--- src/verilog/dnaPkg.sv ---
package dnaPkg;

    // Sequence letters
    typedef logic [2:0] letterT;

    localparam letterT LetterA = 3'd0;
    localparam letterT LetterC = 3'd1;
    localparam letterT LetterT = 3'd2;
    localparam letterT LetterG = 3'd3;
    localparam letterT LetterEnd = 3'd4;    // End of sequence
    localparam letterT LetterOther = 3'd7;  // Matches nothing

    // Pattern tokens, codes 0 to 3 are literal letters
    typedef logic [3:0] tokenT;

    localparam tokenT TokenSet2 = 4'd4;       // Followed by two members
    localparam tokenT TokenSet3 = 4'd5;       // Followed by three members
    localparam tokenT TokenOneOrMore = 4'd6;
    localparam tokenT TokenZeroOrMore = 4'd7;
    localparam tokenT TokenEnd = 4'd8;

    // Store depths and counter widths
    localparam int PatDepth = 32;
    localparam int SeqDepth = 64;
    localparam int PatAddrW = $clog2(PatDepth);
    localparam int SeqAddrW = $clog2(SeqDepth);
    localparam int MaxRun = 15;
    localparam int RunW = 4;

    typedef logic [PatAddrW-1:0] patAddrT;
    typedef logic [SeqAddrW-1:0] seqAddrT;
    typedef logic [RunW-1:0] runT;

    // One bit per letter A, C, T, G
    typedef logic [3:0] letterMaskT;

    function automatic logic isLiteral(tokenT token);
        return token < TokenSet2;
    endfunction

endpackage

--- src/verilog/dnaMatcher.sv ---
`timescale 1ns/100ps

module dnaMatcher (
    input  logic                         clock,
    input  logic                         reset_N,
    input  logic                         patWrite,
    input  logic [dnaPkg::PatAddrW-1:0] patAddr,
    input  dnaPkg::tokenT                patData,
    input  logic                         seqWrite,
    input  logic [dnaPkg::SeqAddrW-1:0] seqAddr,
    input  dnaPkg::letterT               seqData,
    input  logic                         start,
    output logic                         busy,
    output logic                         done,
    output logic                         foundIt,
    output logic                         error,
    output logic [dnaPkg::SeqAddrW-1:0] matchLength
);

    logic [dnaPkg::PatAddrW-1:0] patReadAddr;
    logic [dnaPkg::SeqAddrW-1:0] seqReadAddr;
    logic [dnaPkg::RunW-1:0]     runCount;
    dnaPkg::tokenT                patToken;
    dnaPkg::letterT               seqLetter;
    dnaPkg::letterMaskT           memberMask;
    logic                         runFull;
    logic                         patOverflow;
    logic                         badMember;
    logic                         patClear;
    logic                         patStep;
    logic                         seqClear;
    logic                         seqStep;
    logic                         runClear;
    logic                         runStep;
    logic                         collectClear;
    logic                         collectTake;

    symbolStore #(
        .payloadT(dnaPkg::tokenT),
        .depth(dnaPkg::PatDepth)
    ) patStore (
        .clock(clock),
        .write(patWrite),
        .writeAddr(patAddr),
        .writeData(patData),
        .readAddr(patReadAddr),
        .readData(patToken)
    );

    symbolStore #(
        .payloadT(dnaPkg::letterT),
        .depth(dnaPkg::SeqDepth)
    ) seqStore (
        .clock(clock),
        .write(seqWrite),
        .writeAddr(seqAddr),
        .writeData(seqData),
        .readAddr(seqReadAddr),
        .readData(seqLetter)
    );

    fetchStage fetch (
        .clock(clock),
        .reset_N(reset_N),
        .patClear(patClear),
        .patStep(patStep),
        .seqClear(seqClear),
        .seqStep(seqStep),
        .runClear(runClear),
        .runStep(runStep),
        .patAddr(patReadAddr),
        .seqAddr(seqReadAddr),
        .runCount(runCount),
        .runFull(runFull),
        .patOverflow(patOverflow)
    );

    setCollector collector (
        .clock(clock),
        .reset_N(reset_N),
        .collectClear(collectClear),
        .collectTake(collectTake),
        .patToken(patToken),
        .memberMask(memberMask),
        .badMember(badMember)
    );

    matchController control (
        .clock(clock),
        .reset_N(reset_N),
        .start(start),
        .patWrite(patWrite),
        .seqWrite(seqWrite),
        .patToken(patToken),
        .seqLetter(seqLetter),
        .seqAddr(seqReadAddr),
        .runCount(runCount),
        .runFull(runFull),
        .patOverflow(patOverflow),
        .memberMask(memberMask),
        .badMember(badMember),
        .patClear(patClear),
        .patStep(patStep),
        .seqClear(seqClear),
        .seqStep(seqStep),
        .runClear(runClear),
        .runStep(runStep),
        .collectClear(collectClear),
        .collectTake(collectTake),
        .busy(busy),
        .done(done),
        .foundIt(foundIt),
        .error(error),
        .matchLength(matchLength)
    );

endmodule

--- src/verilog/fetchStage.sv ---
`timescale 1ns/100ps

module fetchStage (
    input  logic                         clock,
    input  logic                         reset_N,
    input  logic                         patClear,
    input  logic                         patStep,
    input  logic                         seqClear,
    input  logic                         seqStep,
    input  logic                         runClear,
    input  logic                         runStep,
    output logic [dnaPkg::PatAddrW-1:0] patAddr,
    output logic [dnaPkg::SeqAddrW-1:0] seqAddr,
    output logic [dnaPkg::RunW-1:0]     runCount,
    output logic                         runFull,
    output logic                         patOverflow
);

    always_ff @(posedge clock) begin
        if (!reset_N) begin
            patAddr <= '0;
            patOverflow <= 1'b0;
        end else if (patClear) begin
            patAddr <= '0;
            patOverflow <= 1'b0;
        end else if (patStep) begin
            patAddr <= patAddr + 1'b1;
            if (patAddr == dnaPkg::patAddrT'(dnaPkg::PatDepth - 1)) begin
                patOverflow <= 1'b1;  // Wrapped without an end token
            end
        end
    end

    always_ff @(posedge clock) begin
        if (!reset_N) begin
            seqAddr <= '0;
        end else if (seqClear) begin
            seqAddr <= '0;
        end else if (seqStep) begin
            seqAddr <= seqAddr + 1'b1;
        end
    end

    always_ff @(posedge clock) begin
        if (!reset_N) begin
            runCount <= '0;
        end else if (runClear) begin
            runCount <= '0;
        end else if (runStep) begin
            runCount <= runCount + 1'b1;
        end
    end

    assign runFull = runCount == dnaPkg::runT'(dnaPkg::MaxRun);

    // A loaded sequence must reach LetterEnd before the last entry
    assert property (@(posedge clock) disable iff (!reset_N)
        seqStep && !seqClear |-> seqAddr != dnaPkg::seqAddrT'(dnaPkg::SeqDepth - 1))
        else $error("sequence address stepped past the last entry");

    assert property (@(posedge clock) disable iff (!reset_N) !(runStep && runFull))
        else $error("run counter stepped while full");

endmodule

--- src/verilog/matchController.sv ---
`timescale 1ns/100ps

module matchController (
    input  logic                         clock,
    input  logic                         reset_N,
    input  logic                         start,
    input  logic                         patWrite,
    input  logic                         seqWrite,
    input  dnaPkg::tokenT                patToken,
    input  dnaPkg::letterT               seqLetter,
    input  logic [dnaPkg::SeqAddrW-1:0] seqAddr,
    input  logic [dnaPkg::RunW-1:0]     runCount,
    input  logic                         runFull,
    input  logic                         patOverflow,
    input  dnaPkg::letterMaskT           memberMask,
    input  logic                         badMember,
    output logic                         patClear,
    output logic                         patStep,
    output logic                         seqClear,
    output logic                         seqStep,
    output logic                         runClear,
    output logic                         runStep,
    output logic                         collectClear,
    output logic                         collectTake,
    output logic                         busy,
    output logic                         done,
    output logic                         foundIt,
    output logic                         error,
    output logic [dnaPkg::SeqAddrW-1:0] matchLength
);

    typedef enum logic [3:0] {
        Idle,
        ReadToken,
        DecodeToken,
        MemberWait,
        CollectMember,
        CompareSet,
        RepeatWait,
        RepeatLoop,
        SeqWait,
        Found,
        NotFound,
        Failed
    } stateT;

    stateT      state;
    stateT      nextState;
    logic [1:0] membersLeft;
    logic       repOne;       // One-or-more needs a nonzero run
    logic       letterHit;
    logic       setHit;

    assign letterHit = seqLetter == dnaPkg::letterT'(patToken);
    assign setHit = seqLetter <= dnaPkg::LetterG && memberMask[seqLetter[1:0]];

    always_comb begin
        nextState = state;
        patClear = 1'b0;
        patStep = 1'b0;
        seqClear = 1'b0;
        seqStep = 1'b0;
        runClear = 1'b0;
        runStep = 1'b0;
        collectClear = 1'b0;
        collectTake = 1'b0;
        unique case (state)
            Idle: begin
                if (start) begin
                    patClear = 1'b1;
                    seqClear = 1'b1;
                    runClear = 1'b1;
                    collectClear = 1'b1;
                    nextState = ReadToken;
                end
            end
            ReadToken: nextState = DecodeToken;  // Wait for the store read
            DecodeToken: begin
                if (patOverflow) begin
                    nextState = Failed;
                end else if (dnaPkg::isLiteral(patToken)) begin
                    if (letterHit) begin
                        patStep = 1'b1;
                        seqStep = 1'b1;
                        nextState = ReadToken;
                    end else begin
                        nextState = NotFound;
                    end
                end else begin
                    case (patToken)
                        dnaPkg::TokenSet2, dnaPkg::TokenSet3: begin
                            collectClear = 1'b1;
                            patStep = 1'b1;
                            nextState = MemberWait;
                        end
                        dnaPkg::TokenOneOrMore, dnaPkg::TokenZeroOrMore: begin
                            runClear = 1'b1;
                            patStep = 1'b1;
                            nextState = RepeatWait;
                        end
                        dnaPkg::TokenEnd: nextState = Found;
                        default: nextState = Failed;  // Invalid code
                    endcase
                end
            end
            MemberWait: nextState = CollectMember;
            CollectMember: begin
                if (patOverflow) begin
                    nextState = Failed;
                end else begin
                    collectTake = 1'b1;
                    patStep = 1'b1;
                    nextState = (membersLeft == 2'd1) ? CompareSet : MemberWait;
                end
            end
            CompareSet: begin
                if (badMember) begin
                    nextState = Failed;
                end else if (setHit) begin
                    seqStep = 1'b1;
                    nextState = ReadToken;
                end else begin
                    nextState = NotFound;
                end
            end
            RepeatWait: nextState = RepeatLoop;
            RepeatLoop: begin
                // Token stays on the repeated literal for the whole run
                if (patOverflow || !dnaPkg::isLiteral(patToken)) begin
                    nextState = Failed;
                end else if (letterHit && !runFull) begin
                    seqStep = 1'b1;
                    runStep = 1'b1;
                    nextState = SeqWait;
                end else if (repOne && runCount == '0) begin
                    nextState = NotFound;
                end else begin
                    patStep = 1'b1;
                    nextState = ReadToken;
                end
            end
            SeqWait: nextState = RepeatLoop;
            Found, NotFound, Failed: nextState = Idle;
            default: nextState = Idle;
        endcase
    end

    always_ff @(posedge clock) begin
        if (!reset_N) begin
            state <= Idle;
        end else begin
            state <= nextState;
        end
    end

    always_ff @(posedge clock) begin
        if (!reset_N) begin
            membersLeft <= '0;
            repOne <= 1'b0;
        end else if (state == DecodeToken) begin
            if (patToken == dnaPkg::TokenSet2 || patToken == dnaPkg::TokenSet3) begin
                membersLeft <= (patToken == dnaPkg::TokenSet3) ? 2'd3 : 2'd2;
            end
            if (patToken == dnaPkg::TokenOneOrMore || patToken == dnaPkg::TokenZeroOrMore) begin
                repOne <= patToken == dnaPkg::TokenOneOrMore;
            end
        end else if (state == CollectMember && !patOverflow) begin
            membersLeft <= membersLeft - 1'b1;
        end
    end

    // Result flags held until the next accepted start
    always_ff @(posedge clock) begin
        if (!reset_N) begin
            busy <= 1'b0;
            done <= 1'b0;
            foundIt <= 1'b0;
            error <= 1'b0;
            matchLength <= '0;
        end else if (state == Idle && start) begin
            busy <= 1'b1;
            done <= 1'b0;
            foundIt <= 1'b0;
            error <= 1'b0;
            matchLength <= '0;
        end else if (state == Found || state == NotFound || state == Failed) begin
            busy <= 1'b0;
            done <= 1'b1;
            foundIt <= state == Found;
            error <= state == Failed;
            matchLength <= (state == Found) ? seqAddr : '0;  // Letters consumed
        end
    end

    assert property (@(posedge clock) disable iff (!reset_N) !(foundIt && error))
        else $error("foundIt and error both high");

    // Stores must stay still while a search reads them
    assert property (@(posedge clock) disable iff (!reset_N) busy |-> !(patWrite || seqWrite))
        else $error("store written during a search");

endmodule

--- src/verilog/setCollector.sv ---
`timescale 1ns/100ps

module setCollector (
    input  logic               clock,
    input  logic               reset_N,
    input  logic               collectClear,
    input  logic               collectTake,
    input  dnaPkg::tokenT      patToken,
    output dnaPkg::letterMaskT memberMask,
    output logic               badMember
);

    logic               literal;
    logic               duplicate;
    dnaPkg::letterMaskT tokenBit;

    assign literal = dnaPkg::isLiteral(patToken);

    // One-hot letter bit of the member, empty for a non-letter
    assign tokenBit = literal ? dnaPkg::letterMaskT'(1) << patToken[1:0] : '0;
    assign duplicate = (memberMask & tokenBit) != '0;

    always_ff @(posedge clock) begin
        if (!reset_N) begin
            memberMask <= '0;
        end else if (collectClear) begin
            memberMask <= '0;
        end else if (collectTake) begin
            memberMask <= memberMask | tokenBit;
        end
    end

    always_ff @(posedge clock) begin
        if (!reset_N) begin
            badMember <= 1'b0;
        end else if (collectClear) begin
            badMember <= 1'b0;
        end else if (collectTake && (!literal || duplicate)) begin
            badMember <= 1'b1;  // Sticky until the next set
        end
    end

endmodule

--- src/verilog/symbolStore.sv ---
`timescale 1ns/100ps

module symbolStore #(
    parameter type payloadT = logic [7:0],
    parameter int depth = 32
) (
    input  logic                     clock,
    input  logic                     write,
    input  logic [$clog2(depth)-1:0] writeAddr,
    input  payloadT                  writeData,
    input  logic [$clog2(depth)-1:0] readAddr,
    output payloadT                  readData
);

    payloadT mem [depth];

    always_ff @(posedge clock) begin
        if (write) begin
            mem[writeAddr] <= writeData;
        end
    end

    // Registered read, data follows the address by one cycle
    always_ff @(posedge clock) begin
        readData <= mem[readAddr];
    end

endmodule
--- config.mk ---
export PLATFORM = sky130hd
export DESIGN_NAME = dnaMatcher
export DESIGN_NICKNAME = d
export VERILOG_FILES = /design/src/verilog/dnaPkg.sv /design/src/verilog/dnaMatcher.sv /design/src/verilog/fetchStage.sv /design/src/verilog/matchController.sv /design/src/verilog/setCollector.sv /design/src/verilog/symbolStore.sv
export SDC_FILE = /design/constraint.sdc
export NUM_CORES = 1
export LEC_CHECK = 0
export ABC_AREA = 1
export BUFFER_PORTS_ARGS = -buffer_cell sky130_fd_sc_hd__clkbuf_2
export CAP_MARGIN = 20
export CORE_MARGIN = 5
export CORE_UTILIZATION = 49
export CTS_CLUSTER_DIAMETER = 50
export DETAILED_ROUTE_END_ITERATION = 6
export PLACE_DENSITY = 0.67
export SETUP_SLACK_MARGIN = 0.5
export SLEW_MARGIN = 20
export SYNTH_ARGS = -nofsm -noshare
export SYNTH_HDL_FRONTEND = slang
export SYNTH_HIERARCHICAL = 1
export SYNTH_SLANG_ARGS = --single-unit
--- constraint.sdc ---
create_clock -name clock -period 1.7 [get_ports clock]
set_input_delay 0.17 -clock clock [delete_from_list [all_inputs] [get_ports clock]]
set_output_delay 0.17 -clock clock [all_outputs]
set_load 0.02 [all_outputs]
==> results.json, run 1 <==
{
  "run_status": "complete, no violations",
  "worst_skew_pair.late_latency_ns": 0.55,
  "maxCapViolCount": 0,
  "setup_tns_ns": 0,
  "power.total_mw": 20.96,
  "groute.usage.overall_pct": 19.88,
  "numCtsBuffers": 42,
  "maxClockFrequency_mhz": 593.8,
  "drt_iter0_drc": 841,
  "numClockSinks": 365,
  "global_route_wire_length_before_repair_um": 56820,
  "final_layout_size_suffix_gt1_share_pct": 21.12,
  "yosys_most_used_dff": "sky130_fd_sc_hd__edfxtp_1",
  "final_setup_violating_endpoints": 0,
  "crit_path_cell_trace": "ha_4, and3_1, inv_1, nand4_1, nand3_1, o211ai_1, buf_4, nand3_1, nor3b_2",
  "start_kind": "register",
  "slew_viol_final": 0,
  "die-area_um2": 35930,
  "count_of_final_hold_check_violations": 0,
  "max_stage_delay_ns": 0.35,
  "crit_type": "register to register",
  "fin_skew_ns": 0.01669,
  "synth_cell_type_count": 43,
  "insertedDiodeCount": 0,
  "drc_errors": 0,
  "wl_um": 36580,
  "worstPathBufferInverterCount": 2,
  "placeable_core_region_um2": 31720,
  "detailed_place.area_um2": 16820,
  "postLayoutCoreUtil_pct": 59.77,
  "initial_core_util_pct": 49.80,
  "wl_per_cell_um": 17.84,
  "gp_congestion": 0.8787,
  "design.final.nets": 1647,
  "syn_area_per_cell_um2": 10.34,
  "ys.warnings.count": 6,
  "port-buffer-count": 32,
  "ctsLongestPathBuffers": 3,
  "worst-slew-pin-transition_ns": 0.7237,
  "synthesis.instances": 1528,
  "gr-total-overflow": 0,
  "power_density_nw_per_um2": 1106,
  "synth-edff-count": 320,
  "yosys.area.top_type": "sky130_fd_sc_hd__edfxtp_1",
  "fp.dieW_um": 189.5,
  "final_antenna_net_count": 0,
  "cp_max_fo": 8,
  "detailedPlacementHpwl_um": 21720,
  "synth_top_cells_by_count": "492 x sky130_fd_sc_hd__nand2_1, 320 x sky130_fd_sc_hd__edfxtp_1, 302 x sky130_fd_sc_hd__nand3_1, 117 x sky130_fd_sc_hd__nor2_1, 58 x sky130_fd_sc_hd__inv_1",
  "timing.hold.worst.class": "primary input to register",
  "synth_area_leaders": "sky130_fd_sc_hd__edfxtp_1 61%, sky130_fd_sc_hd__nand2_1 12%, sky130_fd_sc_hd__nand3_1 9.6%",
  "router_iterations_before_antenna_repair": 6,
  "rows": 65,
  "grt_setup_unrepaired": "yes",
  "peakVddDrop_mv": 0.9273,
  "grt_pass1_vias": 10947,
  "antenna_found_initial": 0,
  "static-leakage-power_nw": 6.983,
  "mapped_nets": 1556,
  "tritoncts": "done",
  "ctsHtreeMaxLevel": 2,
  "clock-root-buffer": "sky130_fd_sc_hd__clkbuf_16",
  "timing.critical_path.max_delay_family": "simple AND/OR/NAND/NOR gates",
  "portion_of_the_clock_cycle_consumed_by_the_worst_path_in_the_final_layout_pct": 99.06,
  "vias_per_cell": 5.500,
  "grt_start_max_net_pins": 65,
  "worst_path_max_delay_cell": "sky130_fd_sc_hd__dfxtp_2",
  "synthesis.area_um2": 15800,
  "post-synth-top-count-cell": "sky130_fd_sc_hd__nand2_1",
  "postSynth.asyncResetShare_pct": 0,
  "synth_top_area_share_pct": 60.84,
  "worst_slack_on_hold_paths_ns": 0.07097,
  "die_h_um": 189.5,
  "synth-seq-cells": 365,
  "setup.worst_path.end_class": "register",
  "crit_required_ns": 2.13,
  "syn_to_final_growth_pct": 20.02,
  "ios": 33,
  "dr_total_vias": 11274,
  "cts.reportedPaths.clkPinSlew_ns": 0.06,
  "fin_area_um2": 18960,
  "cp_common_cell": "sky130_fd_sc_hd__nand3_1",
  "synth_sequential_area_ratio_pct": 66.54,
  "min_period_ns": 1.684,
  "worstPathArrival_ns": 2.11,
  "slew_headroom_pct": 51.76
}
## worst paths after layout
check / start / to / slack, ns / cells after the start
max: fetch/runCount[0] / fetch/patAddr[2] / 0.02 / 9
min: start / control/busy / 0.07 / 4
max reg2reg: fetch/runCount[0] / fetch/patAddr[2] / 0.02 / 9
min reg2reg: control/matchLength[4] / control/matchLength[4] / 0.47 / 2
## logic make-up (layout without fill, tap and decap cells)
kind of cell | count (synthesis) | in the layout | synth area share, %
AND/OR/NAND/NOR | 961 | 962 | 26.34
flip-flops | 365 | 365 | 66.54
buffers and inverters | 139 | 258 | 4.626
AO/OA/AOI/OAI | 57 | 57 | 2.044
adder cells (fa/ha/maj) | 5 | 5 | 0.3961
XOR/XNOR | 1 | 1 | 0.05546
## tightest hold or removal path, stage by stage
cell	delay [ns]
sky130_fd_sc_hd__clkbuf_2	0.11
sky130_fd_sc_hd__nand2_4	0.10
sky130_fd_sc_hd__buf_6	0.14
sky130_fd_sc_hd__a21oi_2	0.05
## through the flow
stage / setup slack [ns] / std cells
2_1_floorplan: 0.08150 / 1528
5_1_grt: -0.1378 / 2050
3_5_place_dp: 0.005330 / 1956
3_3_place_gp: 0.04836 / 1956
4_1_cts: 0.04235 / 2041
6_report: 0.01592 / 2050
## flip-flops by register name, indices dropped and copies added (netlist names)
name and flops:
collector/badMember 1, collector/memberMask 4, control/busy 1, control/done 1, control/error 1, control/foundIt 1, control/matchLength 6, control/membersLeft 2
control/repOne 1, control/state 4, fetch/patAddr 5, fetch/patOverflow 1, fetch/runCount 4, fetch/seqAddr 6, patStore/mem 128, patStore/readData 4
seqStore/mem 192, seqStore/readData 3
## where the power goes
| part | switching, mW | leakage [nW] | internal (mW) |
|---|---|---|---|
| sequential | 0.128 | 3.26 | 9.91 |
| clock | 3.46 | 0.634 | 4.99 |
| combinational | 1.51 | 3.09 | 0.951 |
| total | 5.11 | 6.98 | 15.9 |
## area by class of cell
cell class,count,area [um^2]
timing repair buffer,114,1211
tap,402,503.0
clock inverter,18,201.4
inverter,71,297.8
fill,2538,12760
multi-input combinational,1025,5071
sequential,365,10550
clock buffer,55,1120
## routing by layer
metal,track usage [%],part of all wire [%],vias up
met3,2.954,6.5,70
li1,-,-,5451
met2,32.54,48,377
met5,0,0,-
met4,6.372,2.3,0
met1,27.71,43,5376
## cells in the final DEF, fill, tap and decap left out, types with 4 or more instances in the layout
cell type and count:
sky130_fd_sc_hd__a21oi_1 23, sky130_fd_sc_hd__a21oi_2 13, sky130_fd_sc_hd__buf_12 17, sky130_fd_sc_hd__buf_4 51
sky130_fd_sc_hd__buf_6 8, sky130_fd_sc_hd__buf_8 9, sky130_fd_sc_hd__clkbuf_1 11, sky130_fd_sc_hd__clkbuf_16 42
sky130_fd_sc_hd__clkbuf_2 22, sky130_fd_sc_hd__clkbuf_8 4, sky130_fd_sc_hd__clkinv_1 4, sky130_fd_sc_hd__clkinv_2 5
sky130_fd_sc_hd__clkinvlp_4 4, sky130_fd_sc_hd__dfxtp_1 21, sky130_fd_sc_hd__dfxtp_2 19, sky130_fd_sc_hd__dfxtp_4 5
sky130_fd_sc_hd__edfxtp_1 320, sky130_fd_sc_hd__ha_1 4, sky130_fd_sc_hd__inv_1 51, sky130_fd_sc_hd__inv_2 14
sky130_fd_sc_hd__nand2_1 471, sky130_fd_sc_hd__nand2_2 18, sky130_fd_sc_hd__nand2_4 8, sky130_fd_sc_hd__nand3_1 275
sky130_fd_sc_hd__nand3_2 25, sky130_fd_sc_hd__nand4_1 13, sky130_fd_sc_hd__nor2_1 83, sky130_fd_sc_hd__nor2_2 35
sky130_fd_sc_hd__nor2_4 8, sky130_fd_sc_hd__nor3_1 4, sky130_fd_sc_hd__nor4_2 7, sky130_fd_sc_hd__o21ai_0 4
sky130_fd_sc_hd__o21ai_1 7, sky130_fd_sc_hd__o21ai_2 5
## repair_timing
item,4_1_cts,5_1_grt
hold buffers,1,0
resized for setup,82,75
pin swaps,21,25
gates cloned,3,1
setup endpoints to repair,54,54
buffers inserted,8,8
endpoints found under the hold margin,1,0
(Power assumes the default switching activity.)
==> inputs of run 2 (changes only) <==
--- a/config.mk
+++ b/config.mk
@@ -10,10 +10,11 @@
 export CAP_MARGIN = 20
 export CORE_MARGIN = 5
 export CORE_UTILIZATION = 49
+export CTS_BUF_LIST = sky130_fd_sc_hd__clkbuf_2 sky130_fd_sc_hd__clkbuf_4 sky130_fd_sc_hd__clkbuf_8
 export CTS_CLUSTER_DIAMETER = 50
 export DETAILED_ROUTE_END_ITERATION = 6
 export PLACE_DENSITY = 0.67
-export SETUP_SLACK_MARGIN = 0.5
+export SETUP_SLACK_MARGIN = 0.15
 export SLEW_MARGIN = 20
 export SYNTH_ARGS = -nofsm -noshare
 export SYNTH_HDL_FRONTEND = slang
==> results.json, run 2 (synthesized netlist as in run 1, its figures left out) <==
{
  "die_h_um": 189.5,
  "run_status": "finished, violations left",
  "slew_headroom_pct": 52.43,
  "maxCapViolCount": 0,
  "timing.hold.worst.class": "primary input to register",
  "timing.hold.worst_endpoint": "patStore/mem[23][3]",
  "wl_per_cell_um": 17.62,
  "crit_required_ns": 2.18,
  "wl_um": 36700,
  "final_setup_violating_endpoints": 5,
  "flip_flop_count_of_the_largest_register_after_layout": 192,
  "antenna_found_initial": 0,
  "timing.final.ws_setup_ns": -0.04474,
  "largest_register": "seqStore/mem",
  "fin_skew_ns": 0.02017,
  "hold_path.startpoint": "patData[3]",
  "final_layout_size_suffix_gt1_share_pct": 18.62,
  "worst_slack_on_hold_paths_ns": 0.1043,
  "ctsLongestPathBuffers": 3,
  "min_period_ns": 1.745,
  "final_antenna_net_count": 0,
  "static-leakage-power_nw": 6.858,
  "design.final.nets": 1670,
  "violated_checks": "setup timing",
  "gp_congestion": 0.8439,
  "drt_iter0_drc": 1084,
  "grt_start_max_net_pins": 65,
  "worstPathArrival_ns": 2.22,
  "placeable_core_region_um2": 31720,
  "groute.usage.overall_pct": 19.41,
  "port-buffer-count": 32,
  "crit_type": "register to register",
  "cts.reportedPaths.clkPinSlew_ns": 0.06,
  "gr-total-overflow": 0,
  "r2r-end": "fetch/patAddr[2]",
  "worst_skew_pair.late_latency_ns": 0.61,
  "most_common_library_cell_in_the_layout_ignoring_fill_and_taps": "sky130_fd_sc_hd__nand2_1",
  "timing.reg2reg.setup_slack_ns": -0.04,
  "dr_total_vias": 11413,
  "r2r_start": "seqStore/readData[1]",
  "numCtsBuffers": 58,
  "slew_viol_final": 0,
  "worst-slew-pin-transition_ns": 0.7135,
  "count_of_final_hold_check_violations": 0,
  "setup_tns_ns": -0.08970,
  "grt_pass1_vias": 10904,
  "global_route_wire_length_before_repair_um": 55880,
  "initial_core_util_pct": 49.80,
  "detailedPlacementHpwl_um": 21740,
  "rr_worst_depth": 7,
  "detailed_place.area_um2": 16690,
  "fin_area_um2": 18350,
  "portion_of_the_clock_cycle_consumed_by_the_worst_path_in_the_final_layout_pct": 102.6,
  "insertedDiodeCount": 0,
  "setup.worst_path.end_class": "register",
  "peakVddDrop_mv": 0.5955,
  "die-area_um2": 35930,
  "number_of_stages_on_the_worst_hold_path": 2,
  "cp_max_fo": 7,
  "syn_to_final_growth_pct": 16.16,
  "grt_setup_unrepaired": "yes",
  "biggestRegsByFlops": "seqStore/mem x192, patStore/mem x128",
  "vias_per_cell": 5.479,
  "place_ws_ns": 0.002451,
  "ios": 33,
  "clock-root-buffer": "sky130_fd_sc_hd__clkbuf_8",
  "router_iterations_before_antenna_repair": 5,
  "power_density_nw_per_um2": 1043,
  "layout.cells.most_common_list": "479 x sky130_fd_sc_hd__nand2_1, 320 x sky130_fd_sc_hd__edfxtp_1, 277 x sky130_fd_sc_hd__nand3_1",
  "rows": 65,
  "ctsHtreeMaxLevel": 2,
  "maxClockFrequency_mhz": 573.2,
  "tritoncts": "done",
  "fp.dieW_um": 189.5,
  "start_kind": "register",
  "numClockSinks": 365,
  "drc_errors": 0
}
## run 2: changes by cell type in the layout (fill, tap and decap cells not counted), moves of 14 or more
| cell | previous run | this run |
|---|---|---|
| sky130_fd_sc_hd__clkbuf_8 | 4 | 59 |
| sky130_fd_sc_hd__clkbuf_16 | 42 | 4 |
| sky130_fd_sc_hd__nor2_1 | 83 | 113 |
| sky130_fd_sc_hd__nor2_2 | 35 | 11 |
| sky130_fd_sc_hd__buf_4 | 51 | 67 |
| sky130_fd_sc_hd__clkbuf_4 | 0 | 16 |
| sky130_fd_sc_hd__dfxtp_1 | 21 | 35 |
## run 2: what timing repair did
item	CTS	global route
endpoints found under the hold margin	46	0
gates resized for setup	15	76
pin swaps	8	26
gates cloned	1	4
endpoints found under the setup margin	24	31
buffers inserted	5	4
hold buffers	3	0
## run 2: how the worst max path moves through the flow
| stage | start | end | cells after the start |
|---|---|---|---|
| floorplan | fetch/runCount[0] | fetch/patAddr[3] | 12 |
| global placement | fetch/runCount[1] | fetch/seqAddr[5] | 13 |
| detailed placement | fetch/runCount[1] | fetch/seqAddr[5] | 13 |
| CTS | fetch/runCount[0] | fetch/seqAddr[5] | 13 |
| global route | seqStore/readData[1] | fetch/patAddr[2] | 7 |
| finish | seqStore/readData[1] | fetch/patAddr[2] | 7 |
## run 2: through the flow
| stage | power [mW] | cells | utilization, % |
|---|---|---|---|
| after floorplan | 11.43 | 1528 | - |
| after global placement | 12.00 | 1967 | 52.61 |
| after detailed placement | 12.03 | 1967 | 52.61 |
| after CTS | 19.19 | 2075 | 56.56 |
| after global routing | 19.96 | 2083 | 57.85 |
| final | 19.14 | 2083 | 57.85 |
## run 2: final cells by class
| type | instances | area (um^2) |
|---|---|---|
| fillers | 2612 | 13370 |
| multi-input cells | 1024 | 4838 |
| well taps | 402 | 503.0 |
| flip-flops and latches | 365 | 10530 |
| repair buffers | 122 | 1087 |
| clock inverters | 24 | 175.2 |
| inverters | 71 | 284.0 |
| clock buffers | 75 | 932.1 |
## run 2: report_power, final
part | switching, mW | leakage [nW] | total (mW) | internal, mW
sequential | 0.107 | 3.25 | 10.0 | 9.90
clock | 3.27 | 0.586 | 7.15 | 3.88
combinational | 1.34 | 3.02 | 1.99 | 0.653
## run 2: worst max-delay path, cell delays in order (launching register included)
cell and delay [ns]:
sky130_fd_sc_hd__dfxtp_1 0.32, sky130_fd_sc_hd__xnor2_1 0.25, sky130_fd_sc_hd__nand3_1 0.13, sky130_fd_sc_hd__nand3b_1 0.28, sky130_fd_sc_hd__o211ai_1 0.22, sky130_fd_sc_hd__buf_4 0.22
sky130_fd_sc_hd__nand3_2 0.06, sky130_fd_sc_hd__nor3b_2 0.16
## run 2: metal layers
layer	track usage [%]	up-vias	wire length, um
met1	26.75	5350	15600
met5	0	-	0
li1	-	5504	-
met4	6.594	0	1040
met3	3.303	95	2881
met2	31.62	464	17170
==> inputs of run 3 (changes only) <==
--- a/config.mk
+++ b/config.mk
@@ -9,12 +9,11 @@
 export BUFFER_PORTS_ARGS = -buffer_cell sky130_fd_sc_hd__clkbuf_2
 export CAP_MARGIN = 20
 export CORE_MARGIN = 5
-export CORE_UTILIZATION = 49
+export CORE_UTILIZATION = 59
 export CTS_BUF_LIST = sky130_fd_sc_hd__clkbuf_2 sky130_fd_sc_hd__clkbuf_4 sky130_fd_sc_hd__clkbuf_8
 export CTS_CLUSTER_DIAMETER = 50
 export DETAILED_ROUTE_END_ITERATION = 6
-export PLACE_DENSITY = 0.67
-export SETUP_SLACK_MARGIN = 0.15
+export PLACE_DENSITY = 0.79
 export SLEW_MARGIN = 20
 export SYNTH_ARGS = -nofsm -noshare
 export SYNTH_HDL_FRONTEND = slang
==> results.json, run 3 (synthesized netlist as in run 1, its figures left out) <==
{
  "run_status": "finished, violations left",
  "violated_checks": "setup timing",
  "fin_area_um2": 17840,
  "slew_viol_final": 0,
  "grt_start_max_net_pins": 65,
  "die-area_um2": 30140,
  "ios": 33,
  "biggestRegsByFlops": "seqStore/mem x192, patStore/mem x128",
  "numCtsBuffers": 56,
  "r2r_start": "control/state[3]",
  "portion_of_the_clock_cycle_consumed_by_the_worst_path_in_the_final_layout_pct": 102.3,
  "ctsLongestPathBuffers": 3,
  "fin_skew_ns": 0.03399,
  "flip_flop_count_of_the_largest_register_after_layout": 192,
  "grt_setup_unrepaired": "yes",
  "groute.usage.overall_pct": 22.69,
  "crit_start": "control/state[3]",
  "rows": 59,
  "drc_errors": 0,
  "maxClockFrequency_mhz": 575.0,
  "layout.cells.most_common_list": "488 x sky130_fd_sc_hd__nand2_1, 320 x sky130_fd_sc_hd__edfxtp_1, 301 x sky130_fd_sc_hd__nand3_1",
  "drt_iter0_drc": 1319,
  "die_h_um": 173.6,
  "crit_path_cell_trace": "nor2_2, inv_2, nor2_1, inv_1, o211ai_1, buf_4, buf_6, nand3_1, nor3b_2",
  "setup.worst_path.end_class": "register",
  "worst_skew_pair.late_latency_ns": 0.61,
  "timing.hold.worst.class": "primary input to register",
  "grt_pass1_vias": 11140,
  "cts.reportedPaths.clkPinSlew_ns": 0.06,
  "vias_per_cell": 5.701,
  "most_common_library_cell_in_the_layout_ignoring_fill_and_taps": "sky130_fd_sc_hd__nand2_1",
  "worst_path_max_delay_cell": "sky130_fd_sc_hd__dfxtp_1",
  "static-leakage-power_nw": 6.711,
  "worst-slew-pin-transition_ns": 0.6996,
  "tritoncts": "done",
  "r2r-end": "fetch/patAddr[2]",
  "final_antenna_net_count": 0,
  "worstPathArrival_ns": 2.21,
  "antenna_found_initial": 0,
  "setup_tns_ns": -0.06136,
  "cp_max_fo": 5,
  "port-buffer-count": 32,
  "start_kind": "register",
  "rr_worst_depth": 9,
  "ctsHtreeMaxLevel": 2,
  "syn_to_final_growth_pct": 12.94,
  "min_period_ns": 1.739,
  "power_density_nw_per_um2": 1066,
  "crit_required_ns": 2.17,
  "slew_headroom_pct": 53.36,
  "insertedDiodeCount": 0,
  "gp_congestion": 0.8646,
  "dr_total_vias": 11482,
  "timing.final.ws_setup_ns": -0.03921,
  "initial_core_util_pct": 60.27,
  "detailed_place.area_um2": 16620,
  "crit_type": "register to register",
  "final_setup_violating_endpoints": 3,
  "router_iterations_before_antenna_repair": 7,
  "worstSetupEndpoint": "fetch/patAddr[2]",
  "wl_per_cell_um": 17.11,
  "maxCapViolCount": 0,
  "max_stage_delay_ns": 0.36,
  "largest_register": "seqStore/mem",
  "detailedPlacementHpwl_um": 21680,
  "path_depth": 9,
  "timing.critical_path.max_delay_family": "simple AND/OR/NAND/NOR gates",
  "fp.dieW_um": 173.6,
  "clock-root-buffer": "sky130_fd_sc_hd__clkbuf_8",
  "power.total_mw": 19.01,
  "gr-total-overflow": 0,
  "placeable_core_region_um2": 26210,
  "timing.reg2reg.setup_slack_ns": -0.04,
  "count_of_final_hold_check_violations": 0,
  "numClockSinks": 365,
  "final_layout_size_suffix_gt1_share_pct": 15.43,
  "wl_um": 34460,
  "peakVddDrop_mv": 0.8845,
  "worst_slack_on_hold_paths_ns": 0.07626,
  "global_route_wire_length_before_repair_um": 55480,
  "worstPathBufferInverterCount": 4,
  "postLayoutCoreUtil_pct": 68.07,
  "design.final.nets": 1661
}
[run 3: metrics by stage]
step | setup slack [ns] | instances
6_report | -0.03921 | 2014
5_1_grt | -0.1817 | 2014
4_1_cts | -0.00009370 | 2015
3_5_place_dp | -0.03863 | 1905
3_3_place_gp | -0.02448 | 1905
2_1_floorplan | 0.03666 | 1528
[run 3: worst reg2reg max path, stage by stage (launching register included)]
cell	delay, ns
sky130_fd_sc_hd__dfxtp_1	0.36
sky130_fd_sc_hd__nor2_2	0.17
sky130_fd_sc_hd__inv_2	0.05
sky130_fd_sc_hd__nor2_1	0.22
sky130_fd_sc_hd__inv_1	0.10
sky130_fd_sc_hd__o211ai_1	0.20
sky130_fd_sc_hd__buf_4	0.18
sky130_fd_sc_hd__buf_6	0.11
sky130_fd_sc_hd__nand3_1	0.07
sky130_fd_sc_hd__nor3b_2	0.17
[run 3: routing by layer]
metal / track usage (%) / up-vias / part of all wire (%)
met4: 7.489 / 0 / 2.3
met1: 31.03 / 5403 / 41
met5: 0 / - / 0
met3: 4.406 / 79 / 9.3
li1: - / 5474 / -
met2: 37.10 / 526 / 47
[run 3: how the worst min path moves through the flow]
stage / start / end / slack, ns / cells past startpoint
6_report: patData[2] / patStore/mem[16][2] / 0.08 / 1
5_1_grt: patData[2] / patStore/mem[15][2] / 0.04 / 1
4_1_cts: patData[3] / patStore/mem[10][3] / 0.03 / 2
3_5_place_dp: collector/badMember / collector/badMember / 0.45 / 2
3_3_place_gp: collector/badMember / collector/badMember / 0.45 / 2
2_1_floorplan: patData[0] / patStore/mem[0][0] / 0.27 / 0
[run 3: what timing repair did]
| item | CTS | global route |
|---|---|---|
| buffers inserted | 4 | 1 |
| gates cloned | 0 | 0 |
| setup endpoints to repair | 4 | 26 |
| hold endpoints to repair | 5 | 0 |
| resized for setup | 10 | 10 |
| pin swaps | 2 | 4 |
| hold buffers | 2 | 0 |
[run 3: where the power goes]
| group | switching [mW] | leakage [nW] | total (mW) | internal (mW) |
|---|---|---|---|---|
| Sequential | 0.0983 | 3.25 | 9.99 | 9.89 |
| Combinational | 1.31 | 2.87 | 1.95 | 0.644 |
| Clock | 3.28 | 0.595 | 7.07 | 3.79 |
| Total | 4.69 | 6.71 | 19.0 | 14.3 |
[run 3: cell type report]
| type | instances | area, um^2 |
|---|---|---|
| clock buffer | 84 | 999.7 |
| clock inverter | 20 | 115.1 |
| fill | 1842 | 8367 |
| inverter | 71 | 269.0 |
| multi-input combinational | 1024 | 4597 |
| sequential | 365 | 10520 |
| tap | 335 | 419.2 |
| timing repair buffer | 115 | 919.6 |
